===== config.mk =====
export PLATFORM = sky130hd
export DESIGN_NAME = link_framer_top
export DESIGN_NICKNAME = d
export VERILOG_FILES = /design/src/verilog/framing_pkg.sv /design/src/verilog/byte_stream_if.sv /design/src/verilog/escaper.sv /design/src/verilog/frame_encoder.sv /design/src/verilog/frame_merger.sv /design/src/verilog/link_framer_top.sv /design/src/verilog/packet_dispatcher.sv
export SDC_FILE = /design/constraint.sdc
export NUM_CORES = 1
export LEC_CHECK = 0
export BUFFER_PORTS_ARGS = -buffer_cell sky130_fd_sc_hd__buf_2
export CAP_MARGIN = 25
export CORE_MARGIN = 4
export CORE_UTILIZATION = 60
export CTS_CLUSTER_DIAMETER = 30
export DETAILED_ROUTE_END_ITERATION = 7
export GPL_TIMING_DRIVEN = 0
export PLACE_DENSITY_LB_ADDON = 0.15
export REMOVE_ABC_BUFFERS = 1
export SKIP_LAST_GASP = 1
export SYNTH_ARGS = -nofsm -noshare
export SYNTH_HDL_FRONTEND = slang
export SYNTH_HIERARCHICAL = 1
export SYNTH_SLANG_ARGS = --single-unit
export TNS_END_PERCENT = 5

===== constraint.sdc =====
create_clock -name aclk -period 5.2 [get_ports aclk]
set_input_delay 0.26 -clock aclk [delete_from_list [all_inputs] [get_ports aclk]]
set_output_delay 0.26 -clock aclk [all_outputs]
set_load 0.03 [all_outputs]

===== src/verilog/framing_pkg.sv =====
// ~~~~~~~~~~~~~~~~~~~~~~~~~~~~~~~~~~~~~~~~~~~~~~~~~~~~~~~~~~~~~~~~~~~~
// shared constants of the byte-stuffing link framer
// imported by wildcard in each module header
// ~~~~~~~~~~~~~~~~~~~~~~~~~~~~~~~~~~~~~~~~~~~~~~~~~~~~~~~~~~~~~~~~~~~~
`default_nettype none

package framing_pkg;

  // reserved byte values on the link
  localparam logic [7:0] start_byte  = 8'h7D;
  localparam logic [7:0] stop_byte   = 8'h7E;
  localparam logic [7:0] escape_byte = 8'h7F;

  // lane fan-out, power of two
  localparam int num_lanes  = 4;
  localparam int lane_idx_w = $clog2(num_lanes);

  // per-lane output FIFO
  localparam int lane_fifo_depth = 16;
  localparam int fifo_ptr_w      = $clog2(lane_fifo_depth);

  // encoder sequencer states
  localparam logic [1:0] st_start = 2'd0;
  localparam logic [1:0] st_body  = 2'd1;
  localparam logic [1:0] st_stop  = 2'd2;

endpackage

`default_nettype wire


===== src/verilog/byte_stream_if.sv =====
// ~~~~~~~~~~~~~~~~~~~~~~~~~~~~~~~~~~~~~~~~~~~~~~~~~~~~~~~~~~~~~~~~~~~~
// one AXI4-Stream byte channel with tlast
// connect the producer to source and the consumer to sink
// ~~~~~~~~~~~~~~~~~~~~~~~~~~~~~~~~~~~~~~~~~~~~~~~~~~~~~~~~~~~~~~~~~~~~
`timescale 1ns/1ps
`default_nettype none

interface byte_stream_if;

  // beat moves when tvalid and tready are both high
  logic       tvalid;
  logic       tready;
  logic [7:0] tdata;
  // marks the last byte of a packet or frame
  logic       tlast;

  // producer side
  modport source (
    output tvalid,
    output tdata,
    output tlast,
    input  tready
  );

  // consumer side
  modport sink (
    input  tvalid,
    input  tdata,
    input  tlast,
    output tready
  );

endinterface

`default_nettype wire


===== src/verilog/escaper.sv =====
// ~~~~~~~~~~~~~~~~~~~~~~~~~~~~~~~~~~~~~~~~~~~~~~~~~~~~~~~~~~~~~~~~~~~~
// puts an ESCAPE byte in front of every START, STOP or ESCAPE byte
// combinational path, one flag register per lane
// ~~~~~~~~~~~~~~~~~~~~~~~~~~~~~~~~~~~~~~~~~~~~~~~~~~~~~~~~~~~~~~~~~~~~
`timescale 1ns/1ps
`default_nettype none

module escaper
  import framing_pkg::*;
(
  input  logic          aclk,
  input  logic          aresetn,
  byte_stream_if.sink   target,
  byte_stream_if.source initiator
);

  logic reserved;
  // ESCAPE for the held byte already went out
  logic esc_sent;
  logic insert_valid;
  logic insert_xfer;
  logic data_xfer;
  logic out_xfer;
  // last output beat opened an escape pair, next one is literal
  logic out_esc;

  // bytes that need stuffing
  assign reserved = target.tdata inside {start_byte, stop_byte, escape_byte};

  // escape goes first, data byte waits
  assign insert_valid = target.tvalid && reserved && !esc_sent;
  assign insert_xfer  = insert_valid && initiator.tready;
  assign data_xfer    = target.tvalid && target.tready;
  assign out_xfer     = initiator.tvalid && initiator.tready;

  always_ff @(posedge aclk or negedge aresetn) begin
    if (!aresetn) begin
      esc_sent <= 1'b0;
    end else if (insert_xfer) begin
      esc_sent <= 1'b1;
    end else if (data_xfer) begin
      esc_sent <= 1'b0;
    end
  end

  // mux toward the output, escape has priority
  assign initiator.tvalid = target.tvalid;
  assign initiator.tdata  = insert_valid ? escape_byte : target.tdata;
  assign initiator.tlast  = insert_valid ? 1'b0 : target.tlast;

  // input only sees ready once its escape is gone
  assign target.tready = insert_valid ? 1'b0 : initiator.tready;

  // decodes the output stream as the far end would
  always_ff @(posedge aclk or negedge aresetn) begin
    if (!aresetn) begin
      out_esc <= 1'b0;
    end else if (out_xfer) begin
      out_esc <= !out_esc && initiator.tdata == escape_byte;
    end
  end

  // an ESCAPE that opens a pair never closes a packet
  a_escape_no_last: assert property (
    @(posedge aclk) disable iff (!aresetn)
    out_xfer && !out_esc && initiator.tdata == escape_byte |-> !initiator.tlast
  );

  // every reserved input byte leaves right behind an ESCAPE
  a_escape_then_byte: assert property (
    @(posedge aclk) disable iff (!aresetn)
    data_xfer && reserved |-> out_esc
  );

endmodule

`default_nettype wire


===== src/verilog/frame_encoder.sv =====
// ~~~~~~~~~~~~~~~~~~~~~~~~~~~~~~~~~~~~~~~~~~~~~~~~~~~~~~~~~~~~~~~~~~~~
// one lane: START, escaped packet, STOP with tlast, into a small FIFO
// ~~~~~~~~~~~~~~~~~~~~~~~~~~~~~~~~~~~~~~~~~~~~~~~~~~~~~~~~~~~~~~~~~~~~
`timescale 1ns/1ps
`default_nettype none

module frame_encoder
  import framing_pkg::*;
(
  input  logic          aclk,
  input  logic          aresetn,
  byte_stream_if.sink   pkt,
  byte_stream_if.source frame
);

  // escaped packet bytes
  byte_stream_if esc_bus ();

  logic [1:0]            state;
  // first escaped byte, parked while START is written
  logic                  hold_valid;
  logic [7:0]            hold_data;
  logic                  hold_last;
  logic                  wr_valid;
  logic                  wr_en;
  logic [7:0]            wr_data;
  logic                  wr_last;
  logic                  body_last;
  logic                  full;
  logic                  rd_en;
  logic [8:0]            mem [lane_fifo_depth];
  logic [fifo_ptr_w-1:0] wr_ptr;
  logic [fifo_ptr_w-1:0] rd_ptr;
  logic [fifo_ptr_w:0]   count;

  escaper u_escaper (
    .aclk      (aclk),
    .aresetn   (aresetn),
    .target    (pkt),
    .initiator (esc_bus)
  );

  // byte offered to the FIFO in each state
  always_comb begin
    wr_valid = 1'b0;
    wr_data  = stop_byte;
    wr_last  = 1'b0;
    case (state)
      st_start: begin
        // START only once the packet shows up
        wr_valid = esc_bus.tvalid;
        wr_data  = start_byte;
      end
      st_body: begin
        wr_valid = hold_valid || esc_bus.tvalid;
        wr_data  = hold_valid ? hold_data : esc_bus.tdata;
      end
      st_stop: begin
        wr_valid = 1'b1;
        wr_last  = 1'b1;
      end
      default: wr_valid = 1'b0;
    endcase
  end

  assign wr_en     = wr_valid && !full;
  assign body_last = hold_valid ? hold_last : esc_bus.tlast;

  // take escaped bytes in start, or in body once the parked byte is gone
  assign esc_bus.tready = !full && (state == st_start || (state == st_body && !hold_valid));

  always_ff @(posedge aclk or negedge aresetn) begin
    if (!aresetn) begin
      state      <= st_start;
      hold_valid <= 1'b0;
    end else if (wr_en) begin
      case (state)
        st_start: begin
          state      <= st_body;
          hold_valid <= 1'b1;
        end
        st_body: begin
          hold_valid <= 1'b0;
          if (body_last) begin
            state <= st_stop;
          end
        end
        default: state <= st_start;
      endcase
    end
  end

  // byte accepted together with START
  always_ff @(posedge aclk) begin
    if (state == st_start && wr_en) begin
      hold_data <= esc_bus.tdata;
      hold_last <= esc_bus.tlast;
    end
  end

  // output FIFO, {tlast, tdata} per entry
  always_ff @(posedge aclk) begin
    if (wr_en) begin
      mem[wr_ptr] <= {wr_last, wr_data};
    end
  end

  always_ff @(posedge aclk or negedge aresetn) begin
    if (!aresetn) begin
      wr_ptr <= '0;
      rd_ptr <= '0;
      count  <= '0;
    end else begin
      if (wr_en) begin
        wr_ptr <= wr_ptr + 1'b1;
      end
      if (rd_en) begin
        rd_ptr <= rd_ptr + 1'b1;
      end
      count <= count + {fifo_ptr_w'(0), wr_en} - {fifo_ptr_w'(0), rd_en};
    end
  end

  assign full         = (count == (fifo_ptr_w + 1)'(lane_fifo_depth));
  assign frame.tvalid = (count != '0);
  assign frame.tdata  = mem[rd_ptr][7:0];
  assign frame.tlast  = mem[rd_ptr][8];
  assign rd_en        = frame.tvalid && frame.tready;

  // no write onto the unread head entry of a full FIFO
  a_no_write_full: assert property (
    @(posedge aclk) disable iff (!aresetn)
    wr_en |-> (wr_ptr != rd_ptr) || (count == '0)
  );

  // head entry holds while the merger stalls this lane
  a_head_stable: assert property (
    @(posedge aclk) disable iff (!aresetn)
    frame.tvalid && !frame.tready |=> frame.tvalid && $stable(frame.tdata)
      && $stable(frame.tlast)
  );

endmodule

`default_nettype wire


===== src/verilog/frame_merger.sv =====
// ~~~~~~~~~~~~~~~~~~~~~~~~~~~~~~~~~~~~~~~~~~~~~~~~~~~~~~~~~~~~~~~~~~~~
// drains whole frames from the lanes in the dispatcher's order
// ~~~~~~~~~~~~~~~~~~~~~~~~~~~~~~~~~~~~~~~~~~~~~~~~~~~~~~~~~~~~~~~~~~~~
`timescale 1ns/1ps
`default_nettype none

module frame_merger
  import framing_pkg::*;
(
  input  logic        aclk,
  input  logic        aresetn,
  byte_stream_if.sink lanes [num_lanes],
  output logic        out_tvalid,
  output logic [7:0]  out_tdata,
  output logic        out_tlast,
  input  logic        out_tready
);

  // follows the dispatcher pointer, one frame per lane
  logic [lane_idx_w-1:0] ptr;
  logic [num_lanes-1:0]  lane_valid;
  logic [num_lanes-1:0]  lane_last;
  logic [7:0]            lane_data [num_lanes];
  logic                  out_xfer;
  // a frame is partly sent
  logic                  in_frame;

  for (genvar i = 0; i < num_lanes; i++) begin : g_lane
    assign lane_valid[i] = lanes[i].tvalid;
    assign lane_data[i]  = lanes[i].tdata;
    assign lane_last[i]  = lanes[i].tlast;
    // unselected lanes are held off
    assign lanes[i].tready = out_tready && (ptr == lane_idx_w'(i));
  end

  assign out_tvalid = lane_valid[ptr];
  assign out_tdata  = lane_data[ptr];
  assign out_tlast  = lane_last[ptr];
  assign out_xfer   = out_tvalid && out_tready;

  always_ff @(posedge aclk or negedge aresetn) begin
    if (!aresetn) begin
      ptr      <= '0;
      in_frame <= 1'b0;
    end else if (out_xfer) begin
      in_frame <= !out_tlast;
      // next lane after the STOP byte
      if (out_tlast) begin
        if (ptr == lane_idx_w'(num_lanes - 1)) begin
          ptr <= '0;
        end else begin
          ptr <= ptr + 1'b1;
        end
      end
    end
  end

  // every frame on the link opens with START
  a_frame_starts: assert property (
    @(posedge aclk) disable iff (!aresetn)
    out_tvalid && !in_frame |-> out_tdata == start_byte
  );

  // output beat held under back-pressure
  a_out_stable: assert property (
    @(posedge aclk) disable iff (!aresetn)
    out_tvalid && !out_tready |=> out_tvalid && $stable(out_tdata) && $stable(out_tlast)
  );

endmodule

`default_nettype wire


===== src/verilog/link_framer_top.sv =====
// ~~~~~~~~~~~~~~~~~~~~~~~~~~~~~~~~~~~~~~~~~~~~~~~~~~~~~~~~~~~~~~~~~~~~
// link framer top: dispatcher, encoder lanes and merger, plain pins
// ~~~~~~~~~~~~~~~~~~~~~~~~~~~~~~~~~~~~~~~~~~~~~~~~~~~~~~~~~~~~~~~~~~~~
`timescale 1ns/1ps
`default_nettype none

module link_framer_top
  import framing_pkg::*;
(
  input  logic       aclk,
  input  logic       aresetn,
  // packet input
  input  logic       in_tvalid,
  output logic       in_tready,
  input  logic [7:0] in_tdata,
  input  logic       in_tlast,
  // framed output
  output logic       out_tvalid,
  input  logic       out_tready,
  output logic [7:0] out_tdata,
  output logic       out_tlast
);

  byte_stream_if in_bus ();
  // dispatcher to encoders
  byte_stream_if lane_bus [num_lanes] ();
  // encoders to merger
  byte_stream_if frame_bus [num_lanes] ();

  // input pins onto the bus
  assign in_bus.tvalid = in_tvalid;
  assign in_bus.tdata  = in_tdata;
  assign in_bus.tlast  = in_tlast;
  assign in_tready     = in_bus.tready;

  packet_dispatcher u_dispatcher (
    .aclk    (aclk),
    .aresetn (aresetn),
    .up      (in_bus),
    .lanes   (lane_bus)
  );

  for (genvar i = 0; i < num_lanes; i++) begin : g_enc
    frame_encoder u_encoder (
      .aclk    (aclk),
      .aresetn (aresetn),
      .pkt     (lane_bus[i]),
      .frame   (frame_bus[i])
    );
  end

  frame_merger u_merger (
    .aclk       (aclk),
    .aresetn    (aresetn),
    .lanes      (frame_bus),
    .out_tvalid (out_tvalid),
    .out_tdata  (out_tdata),
    .out_tlast  (out_tlast),
    .out_tready (out_tready)
  );

endmodule

`default_nettype wire


===== src/verilog/packet_dispatcher.sv =====
// ~~~~~~~~~~~~~~~~~~~~~~~~~~~~~~~~~~~~~~~~~~~~~~~~~~~~~~~~~~~~~~~~~~~~
// hands whole input packets to the encoder lanes in round-robin order
// ~~~~~~~~~~~~~~~~~~~~~~~~~~~~~~~~~~~~~~~~~~~~~~~~~~~~~~~~~~~~~~~~~~~~
`timescale 1ns/1ps
`default_nettype none

module packet_dispatcher
  import framing_pkg::*;
(
  input  logic          aclk,
  input  logic          aresetn,
  byte_stream_if.sink   up,
  byte_stream_if.source lanes [num_lanes]
);

  // lane that owns the current packet
  logic [lane_idx_w-1:0] ptr;
  logic [num_lanes-1:0]  sel;
  logic [num_lanes-1:0]  lane_valid;
  logic [num_lanes-1:0]  lane_ready;
  logic                  last_xfer;
  // one-hot turn kept beside ptr, rotates once per packet
  logic [num_lanes-1:0]  turn;

  for (genvar i = 0; i < num_lanes; i++) begin : g_lane
    assign sel[i] = (ptr == lane_idx_w'(i));
    // only the selected lane sees the beat
    assign lanes[i].tvalid = up.tvalid && sel[i];
    assign lanes[i].tdata  = up.tdata;
    assign lanes[i].tlast  = up.tlast;
    assign lane_valid[i]   = lanes[i].tvalid;
    assign lane_ready[i]   = lanes[i].tready;
  end

  // ready comes back from the selected lane only
  assign up.tready = lane_ready[ptr];

  assign last_xfer = up.tvalid && up.tready && up.tlast;

  // advance after the packet's last byte
  always_ff @(posedge aclk or negedge aresetn) begin
    if (!aresetn) begin
      ptr  <= '0;
      turn <= num_lanes'(1);
    end else if (last_xfer) begin
      turn <= {turn[num_lanes-2:0], turn[num_lanes-1]};
      if (ptr == lane_idx_w'(num_lanes - 1)) begin
        ptr <= '0;
      end else begin
        ptr <= ptr + 1'b1;
      end
    end
  end

  // no lane other than the one whose turn it is is offered a beat
  a_one_lane_valid: assert property (
    @(posedge aclk) disable iff (!aresetn)
    (lane_valid & ~turn) == '0
  );

  // a stalled beat stays on the same lane until taken
  a_stall_same_lane: assert property (
    @(posedge aclk) disable iff (!aresetn)
    up.tvalid && !up.tready |=> up.tvalid && $stable(lane_valid)
  );

endmodule

`default_nettype wire

Word level (Yosys, flattened, before mapping) --
Memory sizes are Yosys's and may differ from the RTL's. Cells that the tools add are included.
Storage, ports and cells: bits of input ports 13, bits in registers 108, RAM bits 576, output and inout bits 11, memories 4, word-level logic and storage cells 251
Memories:
- g_enc[0].u_encoder.mem | depth 16, width 9, read ports 1, clocked after Yosys merged registers in 0, write ports 1, RTL line frame_encoder.sv:31 | logic [8:0] mem [lane_fifo_depth];
- g_enc[1].u_encoder.mem | depth 16, width 9, read ports 1, clocked after Yosys merged registers in 0, write ports 1, RTL line frame_encoder.sv:31
- g_enc[2].u_encoder.mem | depth 16, width 9, read ports 1, clocked after Yosys merged registers in 0, write ports 1, RTL line frame_encoder.sv:31
- g_enc[3].u_encoder.mem | depth 16, width 9, read ports 1, clocked after Yosys merged registers in 0, write ports 1, RTL line frame_encoder.sv:31
Cells by class: $add $sub $neg 18, bitwise logic cells 1, mux-type cells 71, reduce and logical (&&, ||, !) cells 95, equal/unequal tests 25, $lt $le $gt $ge 3
Operator list (number):
- 2-to-1 mux 8 bit | 10
- case mux 8 bit (2 select lines) | 4
- logical AND 1 bit | 47
- 2-to-1 mux 1 bit | 35
- adder 4 x 1 -> 4 bit (second input constant) | 8
- == test 8 x 7 -> 1 bit (second input constant) | 3
- adder 5 x 1 -> 5 bit | 4
- == test 5 bit (second input constant) | 4
- nonzero test 5 bit | 4
- subtractor 5 x 1 -> 5 bit | 4
- AND reduction 2 bit | 9
- binary-select mux 8 bit (select 2 bit) | 1
- == test 2 bit (second input constant) | 8
- case mux 2 bit (2 select lines) | 4
- nonzero test 2 bit | 8
- == test 2 x 1 -> 1 bit (second input constant) | 6
- zero test 1 bit | 12
- zero test 2 bit | 6
- 2-to-1 mux 2 bit | 6
- case mux 1 bit (3 select lines) | 4
- logical OR 1 bit | 8
- inequality test 2 x 1 -> 1 bit (second input constant) | 4
- case mux 1 bit (2 select lines) | 4
- binary-select mux 1 bit (select 2 bit) | 3
- 5 further kinds | 7

Logic depth before layout (Yosys ltp) --
word-level depth 9, depth in mapped cells 16, depth with buffers taken out 14

Hierarchy --
The synthesis kept the hierarchy.
By module, submodules not included:
- frame_encoder (g_enc[1].u_encoder ...) | sequential area each 4994.8 µm², cells each 392, times used 3, area each 6929.1 µm²
- frame_encoder (g_enc[0].u_encoder) | sequential area each 4994.8 µm², cells each 391, times used 1, area each 7019.2 µm²
- escaper | sequential area each 25.0 µm², cells each 18, times used 4, area each 125.1 µm²
- packet_dispatcher | sequential area each 50.0 µm², cells each 56, times used 1, area each 484.2 µm²
- frame_merger | sequential area each 50.0 µm², cells each 35, times used 1, area each 449.2 µm²

Worst setup path before layout --
No wires, ideal clock.
kind register to register, start point register u_merger.ptr[1], end point register g_enc[1].u_encoder.count[4], path buffers 2, arrival time 2.658 ns, required time 5.120 ns, clock period less this slack 2.738 ns, cell stages (with the launch flop) 16, setup time 0.080 ns, setup slack 2.462 ns, cell sequence dfrtp_1 clkbuf_1 inv_1 ha_1 and2_1 and2_4 buf_6 ha_1 inv_1 ha_1 inv_1 fa_1 inv_1 a21oi_1 o21bai_1 xnor2_1
Between the ends: longest elaborated chain between the ends 4
Ends and longest elaborated chain:
- from (decl) | RTL line frame_merger.sv:20 | logic [lane_idx_w-1:0] ptr;
- from (signal assigned) | RTL line frame_merger.sv:52 | ptr <= ptr + 1'b1;
- == test 2 x 1 -> 1 bit | RTL line frame_merger.sv:33 | assign lanes[i].tready = out_tready && (ptr == lane_idx_w'(i));
- logical AND 1 bit | RTL line frame_merger.sv:33
- net frame_bus[1].tready | RTL line byte_stream_if.sv:12 | logic tready;
- logical AND 1 bit | RTL line frame_encoder.sv:128 | assign rd_en = frame.tvalid && frame.tready;
- net g_enc[1].u_encoder.rd_en | RTL line frame_encoder.sv:30 | logic rd_en;
- subtractor 5 x 1 -> 5 bit | RTL line frame_encoder.sv:120 | count <= count + {fifo_ptr_w'(0), wr_en} - {fifo_ptr_w'(0), rd_en};
- to (signal assigned) | RTL line frame_encoder.sv:120
- to (decl) | RTL line frame_encoder.sv:34 | logic [fifo_ptr_w:0] count;
The timed path passes the listed nets, and every way through them passes these cells. A chain may end at the register's enable or synchronous reset.

Worst setup path in the final report --
start point register g_enc[1].u_encoder.rd_ptr[1], end point output port out_tlast
Between the ends: longest elaborated chain between the ends 3
Ends and longest elaborated chain:
- from (decl) | RTL line frame_encoder.sv:33 | logic [fifo_ptr_w-1:0] rd_ptr;
- from (signal assigned) | RTL line frame_encoder.sv:118 | rd_ptr <= rd_ptr + 1'b1;
- memory read (16 x 9 bit)
- net frame_bus[1].tlast | RTL line byte_stream_if.sv:15 | logic tlast;
- binary-select mux 1 bit (select 2 bit) | RTL line frame_merger.sv:38 | assign out_tlast = lane_last[ptr];
- 2-to-1 mux 1 bit (implied by the code) | RTL line frame_merger.sv:38
- to (decl) | RTL line link_framer_top.sv:21 | output logic out_tlast
The timed path passes the listed nets, and every way through them passes these cells. The select of a mux whose other input is x is not followed.

==> results.json <==
{
  "via_count": 15500,
  "synth-seq-area-share": 0.690,
  "drt-total-wl_um": 60900,
  "place_hpwl_um": 38200,
  "initial_core_util": 0.610,
  "rows": 80,
  "hold_violations": 0,
  "tritoncts": "yes",
  "avgRoutedWirePerCell_um": 24.3,
  "post_cts_buffers": 0,
  "final_common_cell": "edfxtp_1",
  "ys.flop_type": "edfxtp_1",
  "yosys-top-cells-area": "edfxtp_1, dfrtp_1, mux4_2, mux2i_1, ha_1",
  "cts_resized": 0,
  "worst_setup_path_end_kind": "output pin",
  "synth_top_area_share": 0.628,
  "final_cell_mix": "edfxtp_1, mux2i_1, clkbuf_16",
  "arrival_ns": 4.07,
  "grt_max_degree": 49,
  "r2r-start": "g_enc[0].u_encoder/rd_ptr[1]",
  "ys_types": 55,
  "hold_end": "g_enc[3].u_encoder/rd_ptr[0]",
  "gr-usage-all-layers": 0.238,
  "power.leakage_nw": 12.4,
  "place.gp.congestion": 0.788,
  "r2r-end": "u_merger/ptr[1]",
  "io_buffers": 23,
  "tightest_slew_ns": 1.09,
  "required_ns": 4.94,
  "finalMaxSlewViolations": 0,
  "critPathLaunchType": "flip-flop",
  "cts_buffer_depth": 3,
  "holdCritPathClass": "input pin to flip-flop",
  "cts_hold_buffers": 14,
  "hold_depth": 4,
  "async_flop_share": 0.105,
  "die_w_um": 229,
  "tns_ns": 0,
  "drc": 0,
  "drt_iter0_markers": 1405,
  "synth-edff-count": 612,
  "top_layer_used": "met5",
  "cts_num_sinks": 684,
  "nNetsFinal": 1848,
  "dieArea_sq_mm": 0.0523,
  "overflow": 0,
  "clk_pin_slew_worst_paths_ns": 0.04,
  "grt_pass1_wl_um": 94500,
  "wl_met3_um": 3850,
  "netlist_instances": 1730,
  "fin_crit_sh": 0.833,
  "status": "finished clean",
  "rsz0062_at_grt": "false",
  "max_slew_margin": 0.271,
  "stdcell_area_sq_mm": 0.0340,
  "max_freq_ghz": 0.231,
  "final_util": 0.710,
  "num_antenna_cells": 0,
  "yosysWarnings": 6,
  "viasPerCell": 6.20,
  "fin_skew_ns": 0.0178,
  "drt_first_pass_iters": 5,
  "worstHoldStart": "out_tready",
  "layout-drive-gt1-share": 0.202,
  "cts_htree_levels": 4,
  "coreArea_sq_mm": 0.0479,
  "cap_violations": 0,
  "ys_ff_latch": 684,
  "route.layer.met1.wl_um": 26000,
  "cp_max_fo": 22,
  "die_y_um": 229,
  "setup-violations-final": 0,
  "r2r_setup_slack_ns": 1.54,
  "rr_worst_depth": 8,
  "insertion_delay_ns": 0.70,
  "wl_met2_um": 29900,
  "drtAntennaViolNets": 0,
  "peakVddDrop_mv": 0.510,
  "grt_pass1_vias": 16000,
  "fin_crit_ns": 4.33,
  "ioPinCount": 24,
  "cts_buffers": 134,
  "synth_top_area_cell": "edfxtp_1",
  "syn_area_per_cell_sq_um": 16.9,
  "place_area_sq_mm": 0.0295,
  "netlist_area_sq_mm": 0.0292,
  "antenna_found_initial": 2,
  "pwr_density_cell_mw_per_mm2": 667,
  "root_buffer": "clkbuf_16",
  "crit_type": "flip-flop to output pin",
  "area_growth_pct": 16.4
}
-- layer usage --
metal  global-route usage  vias to the layer above
met2                0.376                      504
met4               0.0746                        4
met1                0.328                     8021
li1                     -                     6905
met5                    0                        -
met3               0.0648                       80
-- layout make-up --
class / instances / area, sq um
fillers: 2931 / 13900
flip-flops and latches: 684 / 20200
clock inverters: 77 / 764
inverters: 55 / 206
clock buffers: 168 / 3620
repair buffers: 56 / 498
well taps: 615 / 769
multi-input cells: 848 / 7980
-- cell usage after synthesis, types with 29 or more instances --
cell type  number
mux4_2         80
edfxtp_1      612
and3_1         50
nand2_1        79
dfrtp_1        72
a21oi_1        29
mux2i_1       175
a221oi_1       72
buf_4          49
ha_1           52
inv_1          48
o21ai_0        45
a22oi_1        36
nor2b_1        35
clkbuf_1       42
-- stage by stage --
step | setup slack (ns) | power, mW | hold slack, ns | std cells
after floorplan | 1.25 | 12.3 | -0.0356 | 1587
after global placement | 0.263 | 14.3 | 0.476 | 2225
after detailed placement | 1.55 | 14.5 | 0.210 | 2241
after CTS | 0.754 | 22.8 | 0.105 | 2500
after global routing | 0.648 | 23.8 | 0.147 | 2503
final | 0.866 | 22.7 | 0.168 | 2503
-- worst max-delay path, cell delays in order (launching register included) --
cell and delay [ns]:
dfrtp_1 1.02, nor2b_1 0.40, buf_6 0.27, a221oi_1 0.52, o21ai_0 0.18, nand2_1 0.26, mux2i_1 0.16, a21oi_1 0.30
buf_2 0.26
-- power breakdown --
group | switching, mW | internal [mW] | total [mW]
Sequential | 0.913 | 7.32 | 8.23
Clock | 2.69 | 5.50 | 8.18
Combinational | 3.78 | 2.51 | 6.29
-- worst max-delay path by stage --
stage | cells after the start | slack (ns) | from | endpoint
3_3_place_gp | 7 | 0.26 | g_enc[0].u_encoder/rd_ptr[0] | u_merger/ptr[0]
5_1_grt | 6 | 0.65 | g_enc[3].u_encoder/rd_ptr[1] | out_tdata[1]
6_report | 8 | 0.87 | g_enc[1].u_encoder/rd_ptr[1] | out_tlast
4_1_cts | 8 | 0.75 | g_enc[1].u_encoder/rd_ptr[1] | out_tlast
2_1_floorplan | 7 | 1.25 | g_enc[2].u_encoder/rd_ptr[0] | u_merger/ptr[0]
3_5_place_dp | 8 | 1.55 | g_enc[1].u_encoder/rd_ptr[1] | out_tlast
-- cells by family after synthesis --
kind of cell	Yosys count	synth area share
DFF	684	0.690
adders and majority gates	56	0.0250
xor gates and xnor gates	40	0.0120
AOI/OAI and AO/OA	213	0.0520
muxes	269	0.129
and+or+nand+nor	270	0.0544
buffers and inverters	198	0.0378
-- flip-flops by register name, indices dropped and copies added (netlist names) --
register	flops
g_enc.u_encoder/wr_ptr	16
g_enc.u_encoder/hold_data	32
g_enc.u_encoder/hold_valid	4
g_enc.u_encoder/u_escaper/esc_sent	4
u_merger/ptr	2
g_enc.u_encoder/mem	576
g_enc.u_encoder/count	20
g_enc.u_encoder/hold_last	4
g_enc.u_encoder/state	8
g_enc.u_encoder/rd_ptr	16
u_dispatcher/ptr	2
No activity file was read; power rests on OpenSTA's default activity.
